--- src/hw/mipsExPkg.sv ---
package mipsExPkg;

	////////////////////////////////////////////////////////////
	// Execute opcodes
	////////////////////////////////////////////////////////////

	// Bit 4 set marks the multiply/divide class
	typedef enum logic [4:0] {
		opAddu  = 5'd0,
		opSubu  = 5'd1,
		opAnd   = 5'd2,
		opOr    = 5'd3,
		opXor   = 5'd4,
		opNor   = 5'd5,
		opSlt   = 5'd6,
		opSltu  = 5'd7,
		opSll   = 5'd8,
		opSrl   = 5'd9,
		opSra   = 5'd10,
		opLui   = 5'd11,
		opMult  = 5'd16,
		opMultu = 5'd17,
		opDiv   = 5'd18,
		opDivu  = 5'd19,
		opMthi  = 5'd20,
		opMtlo  = 5'd21,
		opMfhi  = 5'd22,
		opMflo  = 5'd23
	} exOp_e;

	////////////////////////////////////////////////////////////
	// Stage interfaces
	////////////////////////////////////////////////////////////

	// One instruction from decode, operand B already extended
	typedef struct packed {
		exOp_e       op;
		logic [31:0] srcA;
		logic [31:0] srcB;
		logic [4:0]  shamt;    // Shift amount field
		logic [4:0]  dest;     // Destination register
		logic [31:0] pc;
	} exIssue_t;

	// Register file write report, same shape as w_grf_*
	typedef struct packed {
		logic        we;
		logic [4:0]  addr;
		logic [31:0] data;
		logic [31:0] pc;
	} wbTrace_t;

endpackage

--- src/hw/alu.sv ---
module alu (
	input  mipsExPkg::exIssue_t issue,
	output logic [31:0]         aluOut
);
	import mipsExPkg::*;

	logic [31:0] a;
	logic [31:0] b;

	assign a = issue.srcA;
	assign b = issue.srcB;

	always_comb begin
		case (issue.op)
			opAddu: begin
				aluOut = a + b;    // Wraps, no overflow trap
			end
			opSubu: begin
				aluOut = a - b;
			end
			opAnd: begin
				aluOut = a & b;
			end
			opOr: begin
				aluOut = a | b;
			end
			opXor: begin
				aluOut = a ^ b;
			end
			opNor: begin
				aluOut = ~(a | b);
			end
			opSlt: begin
				aluOut = {31'd0, $signed(a) < $signed(b)};
			end
			opSltu: begin
				aluOut = {31'd0, a < b};
			end
			// Shifts act on operand B, as in the MIPS encoding
			opSll: begin
				aluOut = b << issue.shamt;
			end
			opSrl: begin
				aluOut = b >> issue.shamt;
			end
			opSra: begin
				aluOut = $signed(b) >>> issue.shamt;
			end
			opLui: begin
				aluOut = {b[15:0], 16'd0};
			end
			default: begin
				aluOut = 32'd0;    // MDU class
			end
		endcase
	end

endmodule

--- config.mk ---
export PLATFORM = sky130hd
export DESIGN_NAME = alu
export DESIGN_NICKNAME = d
export VERILOG_FILES = /design/src/hw/mipsExPkg.sv /design/src/hw/alu.sv
export SDC_FILE = /design/constraint.sdc
export NUM_CORES = 1
export LEC_CHECK = 0
export ABC_AREA = 1
export BUFFER_PORTS_ARGS = -buffer_cell sky130_fd_sc_hd__buf_2
export CAP_MARGIN = 10
export CORE_MARGIN = 1
export CORE_UTILIZATION = 28
export DETAILED_ROUTE_END_ITERATION = 8
export PLACE_DENSITY = 0.46
export SYNTH_ARGS = -nofsm -noshare
export SYNTH_HDL_FRONTEND = slang
export SYNTH_SLANG_ARGS = --single-unit
export TNS_END_PERCENT = 30
--- constraint.sdc ---
create_clock -name vclk -period 2.2
set_input_delay 0.22 -clock vclk [all_inputs]
set_output_delay 0.22 -clock vclk [all_outputs]
set_load 0.01 [all_outputs]
==> flow_summary.toml, run 1 <==
[layout]
drive_gt1_share_pct = 39.1
synthToLayoutAreaGrowth_pct = 63.3
multi_input_comb_area_um2 = 10400
layout.nets = 2868
insertedDiodeCount = 0
seq_cell_count = 0
layout.clock_buffers = 0
final_cell_count_no_fill = 3125
number_of_fill_cells = 4067
register_area_um2 = 0

[grt]
globalRoute.totalOverflow = 0
grt_start_max_net_pins = 41
grt_antenna_before_repair = 0
first_global_vias = 15700
grt_util_all_layers_pct = 32.1
grt_pass1_wl_um = 92200

[min_path]
min_from = "issue[77]"
hold_class = "primary input to primary output"
terminating_pin_of_the_worst_hold_path = "aluOut[3]"
worst_hold_path.num_cells = 6

[timing]
setup_total_negative_slack_ps = -693
final_critical_path_setup_slack_ps = -144
max_freq_ghz = 0.427
rsz_0062_raised_after_global_routing = "yes"
setup_viol = 17
timing.final.max_slew_violations = 0
timing_worst_slew_pin_value_ps = 430
slew-limit-headroom_pct = 71.0
report.final.hold_viol_count = 0
min_period_over_period_pct = 107
post-route-min-period_ps = 2340

[die]
io_pins = 143
initial_utilization_pct = 28.4
die_h_um = 195
fp.coreArea_um2 = 36600
rows = 70
overall_die_area_um2 = 37900
die_x_um = 195

[pwr]
p_leak_nw = 9.11
peakVddDrop_mv = 0.114
fin_total_pwr_mw = 4.10
power.density_nw_per_um2 = 242

[job]
cap_viol_max_count = 0

[yosys]
number_of_warnings_reported_in_the_yosys_synthesis_log = 0
post_synth_instance_area_um2 = 10400
synth_area_per_cell_um2 = 4.88
synth_cells = 2130
synthesis.nets = 2339
seq_area_frac_synth_pct = 0
synth_area_leaders = "sky130_fd_sc_hd__nand2_1, sky130_fd_sc_hd__nand3_1, sky130_fd_sc_hd__ha_1"
synth_area_leader_cell = "sky130_fd_sc_hd__nand2_1"
unique_masters_post_synth = 51
netlist.area_leader.share_pct = 27.8

[placed_design]
io_buffers = 106
dp_hpwl_um = 53900
post-place-cells = 3099
place_congestion = 1.05

[setup_path]
cp-start-kind = "primary input"
critical_path_endpoint_category = "primary output"
critPathMaxFanout = 4
critPathRequiredTime_ps = 1980
critPathArrivalTime_ps = 2120
setup.worst_path.class = "primary input to primary output"

[routing]
vias = 16400
firstDrtPassIters = 6
ant_nets = 0
per_cell_via_count_in_the_routed_design = 5.25
route.detailed.drc = 0
drt_iter0_markers = 1443
postRouteWirelength_um = 64000
drt-wirelength-per-cell_um = 20.5

[clocking]
holdBufCountCts = 0

[status]
outcome = "finished with violations"
violations = "negative setup slack"
-- synthesized netlist by cell type (all sizes together) --
master   count
xor2         4
nor3        22
o211ai      21
fa           2
inv        295
buf         69
nand4       29
a211o        2
o21bai      12
mux2i        2
a21oi       92
o221ai       4
a21o         1
nand2      779
o22ai        4
nand3b       4
nor4         1
a211oi       5
nor2       182
a21boi       2
a22oi        1
and2         9
a221oi       2
or2          1
a31oi        3
nand3      355
clkbuf      15
o21a         3
o21ai      109
ha          96
o2111ai      4
-- cell type report --
class,instances,area share [%]
multi-input cells,1751,61.3
repair buffers,611,28.5
inverters,295,6.79
well taps,468,3.45
-- worst max path at each step --
stage	startpoint	to	slack (ps)	depth (start not counted)
floorplan	issue[74]	aluOut[0]	280	15
finish	issue[42]	aluOut[12]	-140	14
CTS	issue[42]	aluOut[18]	-60	16
detailed placement	issue[42]	aluOut[12]	-470	14
global route	issue[42]	aluOut[12]	-200	14
global placement	issue[45]	aluOut[17]	-440	15
-- power breakdown --
part	leakage, nW	internal, mW	switching [mW]
Clock	0	0	0
Sequential	0	0	0
Combinational	9.11	1.73	2.37
Total	9.11	1.73	2.37
-- routing by layer --
layer,vias up,part of all wire [%],GRT usage [%]
li1,7926,-,-
met1,7735,43,41.9
met2,621,46,55.3
met3,126,5.8,2.36
met4,0,4.7,11.2
met5,-,0,0
-- worst max-delay path: stages --
cell                      delay [ps]
sky130_fd_sc_hd__buf_12          110
sky130_fd_sc_hd__ha_4            160
sky130_fd_sc_hd__fa_2            350
sky130_fd_sc_hd__nand2_2         100
sky130_fd_sc_hd__nand3_4         100
sky130_fd_sc_hd__nand2_4         120
sky130_fd_sc_hd__inv_4            50
sky130_fd_sc_hd__nand2_2          70
sky130_fd_sc_hd__nand3_4          90
sky130_fd_sc_hd__a31oi_1         200
sky130_fd_sc_hd__nand2_1         150
sky130_fd_sc_hd__nor2_4          150
sky130_fd_sc_hd__nand2_2          90
sky130_fd_sc_hd__buf_6           130
-- metrics by stage --
stage | util (%) | worst slack, ps | hold slack (ps) | area (um2)
after floorplan | - | 282 | 688 | 10400
after global placement | 40.5 | -443 | 1080 | 14800
after detailed placement | 40.5 | -470 | 1080 | 14800
after CTS | 44.2 | -59.9 | 1080 | 16200
after global routing | 46.4 | -199 | 1100 | 17000
final | 46.4 | -144 | 1080 | 17000
-- layout by cell type, fill, tap and decap left out, types with 7 or more instances in the layout --
cell type	count
sky130_fd_sc_hd__o21ai_1	34
sky130_fd_sc_hd__buf_2	73
sky130_fd_sc_hd__o211ai_1	21
sky130_fd_sc_hd__o21ai_0	67
sky130_fd_sc_hd__nor3_2	8
sky130_fd_sc_hd__o21ai_2	8
sky130_fd_sc_hd__inv_4	12
sky130_fd_sc_hd__buf_4	474
sky130_fd_sc_hd__a21oi_1	57
sky130_fd_sc_hd__nand4_1	29
sky130_fd_sc_hd__buf_6	42
sky130_fd_sc_hd__nand2_4	23
sky130_fd_sc_hd__inv_2	71
sky130_fd_sc_hd__nand2_1	669
sky130_fd_sc_hd__ha_2	16
sky130_fd_sc_hd__ha_4	34
sky130_fd_sc_hd__and2_1	7
sky130_fd_sc_hd__buf_12	18
sky130_fd_sc_hd__nor2_4	18
sky130_fd_sc_hd__nor2_1	115
sky130_fd_sc_hd__nand3_2	30
sky130_fd_sc_hd__nor2_2	46
sky130_fd_sc_hd__a21oi_2	29
sky130_fd_sc_hd__nand2_2	86
sky130_fd_sc_hd__nand3_1	312
sky130_fd_sc_hd__nor3_1	13
sky130_fd_sc_hd__nand3_4	13
sky130_fd_sc_hd__inv_1	209
sky130_fd_sc_hd__ha_1	46
-- cell families (layout without fill, tap and decap cells) --
group,Yosys count,count (layout),share of synthesized area [%]
AO/OA/AOI/OAI,265,265,14.5
AND/OR/NAND/NOR,1382,1382,57.3
multiplexers,2,2,0.193
adder cells (fa/ha/maj),98,98,11.9
buffers and inverters,379,906,15.7
XOR/XNOR,4,4,0.337
-- what timing repair did --
action                                  4_1_cts  5_1_grt
resized for setup                           351      211
endpoints found under the setup margin       30       32
cloned                                        0        2
buffers inserted                             14       11
pin swaps                                    87       84
(Power assumes the default switching activity.)
==> run 2, diff against run 1 <==
==> constraint.sdc (replaced) <==
create_clock -name vclk -period 2.2
set_input_delay 0.22 -clock vclk [all_inputs]
set_output_delay 0.22 -clock vclk [all_outputs]
set_load 0.1 [all_outputs]
==> flow_summary.toml, run 2 (same netlist as run 1, synthesis figures left out) <==
[timing]
rsz_0062_raised_after_global_routing = "yes"
final_critical_path_setup_slack_ps = -208
timing.final.max_slew_violations = 0
setup_total_negative_slack_ps = -3840
finalHoldWorstSlack_ps = 1170
post-route-min-period_ps = 2410
setup_viol = 31
max_freq_ghz = 0.415
report.final.hold_viol_count = 0
timing_worst_slew_pin_value_ps = 455
min_period_over_period_pct = 109
slew-limit-headroom_pct = 69.3

[pwr]
fin_total_pwr_mw = 4.77
power.density_nw_per_um2 = 263
p_leak_nw = 9.65
peakVddDrop_mv = 0.176

[min_path]
hold_class = "primary input to primary output"

[grt]
globalRoute.totalOverflow = 0
grt_start_max_net_pins = 40
grt_util_all_layers_pct = 33.0
grt_antenna_before_repair = 1
grt_pass1_wl_um = 95000
first_global_vias = 16000

[routing]
drt-wirelength-per-cell_um = 20.4
firstDrtPassIters = 5
ant_nets = 0
per_cell_via_count_in_the_routed_design = 5.25
postRouteWirelength_um = 65100
vias = 16800
drt_iter0_markers = 1444
route.detailed.drc = 0

[status]
outcome = "finished with violations"
violations = "negative setup slack"

[setup_path]
critical_path_endpoint_category = "primary output"
cp-startpoint = "issue[43]"
critPathRequiredTime_ps = 1980
worst_path_max_delay_cell = "sky130_fd_sc_hd__fa_2"
critPathMaxFanout = 4
crit_path_end = "aluOut[18]"
critPathMaxStageDelay_ps = 380
worstPathCellList = "buf_8 > buf_6 > buf_6 > fa_2 > inv_2 > nand4_1 > nand3b_1 > nand2_2 > nand2_4 > nand3_4 > nand3_2 > nand3_2 > nand3_4 > buf_12"
setup.worst_path.class = "primary input to primary output"
critPathArrivalTime_ps = 2190
cp-start-kind = "primary input"

[die]
overall_die_area_um2 = 37900
initial_utilization_pct = 28.4
io_pins = 143
die_h_um = 195
fp.coreArea_um2 = 36600
die_x_um = 195
rows = 70

[layout]
layout.cell_area.non_filler_um2 = 18100
most_common_cell_after_layout_fill_and_taps_aside = "sky130_fd_sc_hd__nand2_1"
seq_cell_count = 0
post-route-util_pct = 49.5
synthToLayoutAreaGrowth_pct = 74.4
layout.cells.most_common_list = "sky130_fd_sc_hd__nand2_1, sky130_fd_sc_hd__buf_4, sky130_fd_sc_hd__nand3_1"
drive_gt1_share_pct = 41.0
layout.clock_buffers = 0
layout.nets = 2937
register_area_um2 = 0

[placed_design]
place_congestion = 1.02
detailed_place.area_um2 = 16000
io_buffers = 106
dp_hpwl_um = 54900

[job]
cap_viol_max_count = 0
run 2: timing repair:
action / CTS / global route
gates resized for setup: 332 / 208
hold endpoints to repair: 0 / 0
pin swaps: 72 / 78
gates cloned: 0 / 2
hold buffers: 0 / 0
setup endpoints to repair: 32 / 32
buffers inserted: 9 / 6
run 2: worst min path at each step:
stage	startpoint	to	slack, ps	cells past startpoint
global route	issue[41]	aluOut[2]	1190	5
finish	issue[41]	aluOut[6]	1170	5
CTS	issue[43]	aluOut[1]	1180	6
detailed placement	issue[77]	aluOut[3]	1190	6
floorplan	issue[44]	aluOut[18]	1060	6
global placement	issue[77]	aluOut[3]	1190	6
run 2: layout make-up:
type	instances	area, um2
fill	3907	18500
multi-input combinational	1751	10600
timing repair buffer	680	5740
inverter	295	1160
tap	468	586
antenna	1	2.50
run 2: stage by stage:
step,setup WS [ps],std cells
final,-208,3195
after global placement,-487,3179
after CTS,-226,3186
after global routing,-273,3195
after detailed placement,-469,3179
after floorplan,-369,2130
run 2: report_power, final:
group	leakage [nW]	total, mW	switching [mW]	internal [mW]
combinational	9.65	4.77	2.82	1.95
sequential	0	0	0	0
clock	0.00000634	0.0000000609	0	0.0000000609
total	9.65	4.77	2.82	1.95
run 2: layer usage:
metal	track usage (%)	part of all wire, %	wire length [um]
met5	0	0	0
met2	56.8	47	30600
met1	43.4	43	27900
met4	11.5	4.3	2780
met3	2.12	5.9	3870
run 2: critical path: cells and delay by family:
kind | cells | cell delay, ps
fa+ha+maj | 1 | 380
buf+inv | 5 | 580
simple gates | 8 | 1010
