[src/hw/mipsExPkg.sv]
package mipsExPkg;

	////////////////////////////////////////////////////////////
	// Execute opcodes
	////////////////////////////////////////////////////////////

	// Bit 4 set marks the multiply/divide class
	typedef enum logic [4:0] {
		opAddu  = 5'd0,
		opSubu  = 5'd1,
		opAnd   = 5'd2,
		opOr    = 5'd3,
		opXor   = 5'd4,
		opNor   = 5'd5,
		opSlt   = 5'd6,
		opSltu  = 5'd7,
		opSll   = 5'd8,
		opSrl   = 5'd9,
		opSra   = 5'd10,
		opLui   = 5'd11,
		opMult  = 5'd16,
		opMultu = 5'd17,
		opDiv   = 5'd18,
		opDivu  = 5'd19,
		opMthi  = 5'd20,
		opMtlo  = 5'd21,
		opMfhi  = 5'd22,
		opMflo  = 5'd23
	} exOp_e;

	////////////////////////////////////////////////////////////
	// Stage interfaces
	////////////////////////////////////////////////////////////

	// One instruction from decode, operand B already extended
	typedef struct packed {
		exOp_e       op;
		logic [31:0] srcA;
		logic [31:0] srcB;
		logic [4:0]  shamt;    // Shift amount field
		logic [4:0]  dest;     // Destination register
		logic [31:0] pc;
	} exIssue_t;

	// Register file write report, same shape as w_grf_*
	typedef struct packed {
		logic        we;
		logic [4:0]  addr;
		logic [31:0] data;
		logic [31:0] pc;
	} wbTrace_t;

endpackage

[src/hw/exResult.sv]
module exResult (
	input  logic                clk,
	input  logic                reset,
	input  logic                issueValid,
	input  mipsExPkg::exIssue_t issue,
	input  logic [31:0]         aluOut,
	input  logic [31:0]         mduOut,
	output mipsExPkg::wbTrace_t trace
);
	import mipsExPkg::*;

	logic        selAlu;      // ALU result goes to the register file
	logic        selHiLo;     // mfhi or mflo
	logic        writes;
	logic [31:0] resultData;

	////////////////////////////////////////////////////////////
	// Opcode classification
	////////////////////////////////////////////////////////////

	always_comb begin
		selAlu  = 1'b0;
		selHiLo = 1'b0;
		case (issue.op)
			opAddu, opSubu, opAnd, opOr, opXor, opNor,
			opSlt, opSltu, opSll, opSrl, opSra, opLui: begin
				selAlu = 1'b1;
			end
			opMfhi, opMflo: begin
				selHiLo = 1'b1;
			end
			default: begin
				// Multiply, divide, mthi, mtlo write nothing here
				selAlu  = 1'b0;
				selHiLo = 1'b0;
			end
		endcase
	end

	assign resultData = selHiLo ? mduOut : aluOut;
	assign writes     = issueValid && (selAlu || selHiLo) && (issue.dest != 5'd0);

	////////////////////////////////////////////////////////////
	// Stage register
	////////////////////////////////////////////////////////////

	always_ff @(posedge clk) begin
		trace.addr <= issue.dest;
		trace.data <= resultData;
		trace.pc   <= issue.pc;
		if (reset) begin
			trace.we <= 1'b0;
		end else begin
			trace.we <= writes;    // One-cycle pulse per write
		end
	end

endmodule

[config.mk]
export PLATFORM = sky130hd
export DESIGN_NAME = exResult
export DESIGN_NICKNAME = d
export VERILOG_FILES = /design/src/hw/mipsExPkg.sv /design/src/hw/exResult.sv
export SDC_FILE = /design/constraint.sdc
export NUM_CORES = 1
export LEC_CHECK = 0
export BUFFER_PORTS_ARGS = -buffer_cell sky130_fd_sc_hd__buf_4
export CELL_PAD_IN_SITES_DETAIL_PLACEMENT = 0
export CELL_PAD_IN_SITES_GLOBAL_PLACEMENT = 1
export CORE_UTILIZATION = 19
export DETAILED_ROUTE_END_ITERATION = 10
export PLACE_DENSITY_LB_ADDON = 0.1
export SLEW_MARGIN = 40
export SYNTH_ARGS = -nofsm -noshare
export SYNTH_HDL_FRONTEND = slang
export SYNTH_SLANG_ARGS = --single-unit
[constraint.sdc]
create_clock -name clk -period 1.22 [get_ports clk]
set_clock_uncertainty 0.2 [all_clocks]
set_input_delay 0.244 -clock clk [delete_from_list [all_inputs] [get_ports clk]]
set_output_delay 0.244 -clock clk [all_outputs]
set_load 0.01 [all_outputs]
==> impl_metrics.tcl, run 1 <==
set metrics [dict create \
    cts_hold_buf 101 \
    start_util_pct 19.8 \
    lastStage "clock tree synthesis (4_1_cts)" \
    synthCells 112 \
    place.gp.congestion 0.623 \
    tool.error "[ERROR RSZ-0060] Max buffer count reached." \
    io_pins 248 \
    cts_resized 103 \
    chipWidth_um 104 \
    ys.warnings.count 0 \
    io_buffers 177 \
    clock-sinks 70 \
    avgSynthCellArea_um2 17.6 \
    placed_cells 424 \
    syn_nets 290 \
    die_h_um 104 \
    ctsRootBufferMaster "clkbuf_8" \
    num_rows 36 \
    synth.cell_area_mm2 0.00197 \
    synth-seq-cells 70 \
    h-tree-depth 3 \
    synth_seq_area_share_pct 71.3 \
    ys_types 11 \
    status "stopped before the end" \
    pre_cts_ws_ns -0.202 \
    post_cts_buffers 0 \
    dp_hpwl_um 3940 \
    cts_buffers 9 \
    clock_path_buffers 2 \
]
==> stage by stage <==
stage	utilization, %	cell area, µm²
2_1_floorplan	-	1970
3_3_place_gp	35.2	3490
3_5_place_dp	35.2	3490
==> cell families after synthesis <==
family / synth area share (%)
AOI/OAI and AO/OA: 0.764
buffers and inverters: 1.72
DFF: 71.3
muxes: 24.1
and+or+nand+nor: 2.16
==> synthesized netlist by cell type <==
cell type / instances / area (µm²)
buf_6: 3 / 33.8
nand2_1: 1 / 3.75
nand2b_1: 1 / 6.26
nor2_1: 1 / 3.75
nor3_1: 1 / 5.00
mux2_4: 30 / 450
dfxtp_1: 70 / 1400
nand4b_4: 1 / 23.8
mux2_2: 2 / 22.5
a21oi_1: 1 / 5.00
a221o_1: 1 / 10.0
==> inputs of run 2 (changes only) <==
--- a/config.mk
+++ b/config.mk
@@ -6,11 +6,10 @@
 export NUM_CORES = 1
 export LEC_CHECK = 0
 export BUFFER_PORTS_ARGS = -buffer_cell sky130_fd_sc_hd__buf_4
-export CELL_PAD_IN_SITES_DETAIL_PLACEMENT = 0
-export CELL_PAD_IN_SITES_GLOBAL_PLACEMENT = 1
-export CORE_UTILIZATION = 19
+export CORE_AREA = 2 2 96 98
 export DETAILED_ROUTE_END_ITERATION = 10
-export PLACE_DENSITY_LB_ADDON = 0.1
+export DIE_AREA = 0 0 98 100
+export PLACE_DENSITY_LB_ADDON = 0.15
 export SLEW_MARGIN = 40
 export SYNTH_ARGS = -nofsm -noshare
 export SYNTH_HDL_FRONTEND = slang
==> constraint.sdc (replaced) <==
create_clock -name clk -period 1.6 [get_ports clk]
set_clock_uncertainty 0.2 [all_clocks]
set_input_delay 0.32 -clock clk [delete_from_list [all_inputs] [get_ports clk]]
set_output_delay 0.32 -clock clk [all_outputs]
set_load 0.01 [all_outputs]
==> impl_metrics.tcl, run 2 <==
set metrics [dict create \
    antenna_found_initial 0 \
    cts_tree "yes" \
    synth_edf_count 0 \
    fin_area_mm2 0.00468 \
    dp_hpwl_um 3970 \
    syn2layout_area_growth_pct 138 \
    ctsRootBufferMaster "clkbuf_8" \
    crit_slowest_cell "dfxtp_1" \
    reg_top3 "trace: 70 flops" \
    start_util_pct 22.1 \
    slew_violations 0 \
    avgSynthCellArea_um2 17.6 \
    worst_slew_pin_slew_ns 0.201 \
    io_buffers 177 \
    final_common_cell "buf_4" \
    fmax_mhz 765 \
    drc 0 \
    slowest_delay_ns 0.32 \
    avgRoutedWirePerCell_um 12.2 \
    setup_viol 0 \
    crit_chain "buf_4" \
    holdCritStartpoint "issue[109]" \
    regMostFlops "trace" \
    register_area_mm2 0.00140 \
    synth.cell_area_mm2 0.00197 \
    wl_um 6310 \
    cts_buffers 9 \
    drive_gt1_share_pct 56.4 \
    critical_path_cell_count 1 \
    antenna_cells 0 \
    path_delay_family "flip-flops" \
    fillerInstances 739 \
    met2_length_um 3060 \
    rsz0062_at_grt "no" \
    place.gp.congestion 0.712 \
    grt_pass1_wl_um 9870 \
    drtAntennaViolNets 0 \
    synth_top_area_share_pct 71.3 \
    placed_area_mm2 0.00343 \
    dr.first_iter.drc_count 28 \
    grt_usage_pct 12.8 \
    synth_seq_area_share_pct 71.3 \
    async_flop_share_pct 0 \
    io_pins 248 \
    post-synth-top-count-cell "dfxtp_1" \
    chipWidth_um 98 \
    routed.top_layer "met4" \
    synth-main-ff-cell "dfxtp_1" \
    status "completed" \
    clock-sinks 70 \
    wl_met1_um 2440 \
    timing.slew.headroom_pct 86.5 \
    final_nets 579 \
    via_per_inst 3.71 \
    clock_path_buffers 2 \
    fin_crit_sh_pct 81.7 \
    fin_crit_ns 1.31 \
    worst_slack_ns 0.293 \
    ys.warnings.count 0 \
    num_rows 35 \
    multiInputGateArea_um2 531 \
    h-tree-depth 3 \
    ys_types 11 \
    pre_cts_ws_ns 0.100 \
    final_util_pct 52.6 \
    grt_pass1_vias 2089 \
    holdPathStages 3 \
    crit_type "flop to output port" \
    hold_viol 0 \
    die-area_mm2 0.00980 \
    cts_resized 0 \
    die_h_um 100 \
    arrival_ns 0.79 \
    critPathCaptureType "output port" \
    hp-class "input pin to flop" \
    num_vias 1920 \
    crit_required_ns 1.08 \
    setup_tns_ns 0 \
    worstSetupStartpointType "flop" \
    vdd_ir_drop_max_v 0.000433 \
    synth_area_leader_cell "dfxtp_1" \
    route.met3.wl_um 745 \
    synthTopCellsByArea "dfxtp_1 (71%), mux2_4 (23%), buf_6 (1.7%), nand4b_4 (1.2%), mux2_2 (1.1%)" \
    final_cell_mix "buf_4 (179), dlygate4sd3_1 (101), dfxtp_1 (70), mux2_4 (30), clkbuf_8 (10)" \
    grt_overflow_total 0 \
    largest_reg_flops 70 \
    leakage_nw 2.32 \
    synth_common_cells "dfxtp_1 (70), mux2_4 (30), buf_6 (3), mux2_2 (2)" \
    path_clk_slew_ns 0.08 \
    synth-seq-cells 70 \
    hold_end "trace[69]" \
    crit_fanout 1 \
    cap_viol_max_count 0 \
    crit_buf_inv 1 \
    core-area_mm2 0.00889 \
    syn_nets 290 \
    synthCells 112 \
    power_density_mw_per_mm2 901 \
    grt_max_degree 21 \
    first_pass_iters 3 \
]
## run 2: report_power, final
group / total [W] / internal [W] / switching [W]
Clock: 0.00161 / 0.000931 / 0.000682
Sequential: 0.00187 / 0.00185 / 0.0000273
Combinational: 0.000728 / 0.000523 / 0.000205
Total: 0.00421 / 0.00330 / 0.000914
## run 2: cell families (layout without fill, tap and decap cells)
| kind of cell | Yosys count | after routing | synth area share [%] |
|---|---|---|---|
| DFF | 70 | 70 | 71.3 |
| and+or+nand+nor | 5 | 5 | 2.16 |
| buffers and inverters | 3 | 297 | 1.72 |
| AOI/OAI and AO/OA | 2 | 2 | 0.764 |
| muxes | 32 | 32 | 24.1 |
## run 2: metal layers
| layer | GRT usage, % | up-vias |
|---|---|---|
| met4 | 4.27 | 0 |
| met1 | 14.1 | 837 |
| met2 | 22.0 | 122 |
| li1 | - | 954 |
| met3 | 5.99 | 7 |
| met5 | 0 | - |
## run 2: layout make-up
| type | count | share of cell area (%) |
|---|---|---|
| multi-input combinational | 39 | 11.3 |
| sequential | 70 | 30.0 |
| clock inverter | 6 | 2.01 |
| timing repair buffer | 281 | 50.8 |
| tap | 111 | 2.97 |
| clock buffer | 10 | 2.94 |
## run 2: how the worst max path moves through the flow
stage                end  slack, ns  startpoint
3_3_place_gp   trace[38]       0.10  issue[109]
6_report       trace[56]       0.29   trace[56]
3_5_place_dp   trace[48]       0.10  issue[109]
4_1_cts        trace[67]       0.27   trace[67]
2_1_floorplan  trace[33]       0.30  issue[109]
5_1_grt        trace[67]       0.24   trace[67]
## run 2: metrics by stage
stage	instances	total power (W)	hold slack, ns
after floorplan	112	0.00207	0.148
after global placement	400	0.00244	0.225
after detailed placement	400	0.00244	0.226
after CTS	516	0.00428	0.00604
after global routing	517	0.00442	0.136
final	517	0.00421	0.112
## run 2: timing repair
action,in CTS,in global routing
endpoints found under the hold margin,69,1
setup endpoints to repair,0,0
hold buffers,100,1
setup buffers,0,0
(Power assumes the default switching activity.)
==> inputs of run 3 (changes only) <==
--- a/config.mk
+++ b/config.mk
@@ -5,10 +5,11 @@
 export SDC_FILE = /design/constraint.sdc
 export NUM_CORES = 1
 export LEC_CHECK = 0
+export ABC_AREA = 1
 export BUFFER_PORTS_ARGS = -buffer_cell sky130_fd_sc_hd__buf_4
-export CORE_AREA = 2 2 96 98
+export CORE_AREA = 2 2 97 99
 export DETAILED_ROUTE_END_ITERATION = 10
-export DIE_AREA = 0 0 98 100
+export DIE_AREA = 0 0 99 101
 export PLACE_DENSITY_LB_ADDON = 0.15
 export SLEW_MARGIN = 40
 export SYNTH_ARGS = -nofsm -noshare
==> constraint.sdc (replaced) <==
create_clock -name clk -period 1.1 [get_ports clk]
set_clock_uncertainty 0.2 [all_clocks]
set_input_delay 0.22 -clock clk [delete_from_list [all_inputs] [get_ports clk]]
set_output_delay 0.22 -clock clk [all_outputs]
set_load 0.01 [all_outputs]
==> impl_metrics.tcl, run 3 <==
set metrics [dict create \
    status "stopped before the end" \
    lastStage "clock tree synthesis (4_1_cts)" \
    tool.error "[ERROR RSZ-0060] Max buffer count reached." \
    ctsRootBufferMaster "clkbuf_8" \
    async_flop_share_pct 0 \
    ys_types 10 \
    post_cts_buffers 0 \
    synth_common_cells "nand2_1 (97), dfxtp_1 (70), buf_6 (6), nor2_1 (5), inv_1 (3)" \
    ys.warnings.count 0 \
    synth-seq-cells 70 \
    synth_edf_count 0 \
    placed_area_mm2 0.00336 \
    dp_hpwl_um 4310 \
    io_buffers 177 \
    synthCells 187 \
    place.gp.congestion 0.682 \
    cts_hold_buf 101 \
    start_util_pct 21.3 \
    synth_seq_area_share_pct 73.2 \
    synth-main-ff-cell "dfxtp_1" \
    synth_top_area_share_pct 73.2 \
    h-tree-depth 3 \
    chipWidth_um 99 \
    syn_nets 365 \
    cts_resized 108 \
    clock-sinks 70 \
    die_h_um 101 \
    io_pins 248 \
    avgSynthCellArea_um2 10.2 \
    synth.cell_area_mm2 0.00191 \
    num_rows 35 \
    clock_path_buffers 2 \
    synthTopCellsByArea "dfxtp_1 (73%), nand2_1 (19%), buf_6 (3.5%), nor2_8 (1.0%), nor2_1 (0.98%)" \
    post-synth-top-count-cell "nand2_1" \
    synth_area_leader_cell "dfxtp_1" \
    cts_buffers 9 \
]
==> run 3: cell count changes after synthesis, sizes merged <==
cell,delta
nand2,+98
mux2,-32
nor2,+5
inv,+4
buf,+3
a221o,-1
nand2b,-1
nand3,+1
nand4b,-1
nor3,-1
==> run 3: through the flow <==
stage | hold slack (ns) | worst slack, ns | std cells | utilization [%] | TNS [ns]
after detailed placement | 0.125 | -0.134 | 473 | 37.4 | -3.81
after global placement | 0.124 | -0.139 | 473 | 37.4 | -3.87
after floorplan | 0.0477 | 0.0316 | 187 | - | 0
==> run 3: cell families after synthesis <==
family	after synthesis	synth area share (%)
AO/OA/AOI/OAI	1	0.261
AND/OR/NAND/NOR	106	22.0
flip-flops	70	73.2
buffers and inverters	10	4.57
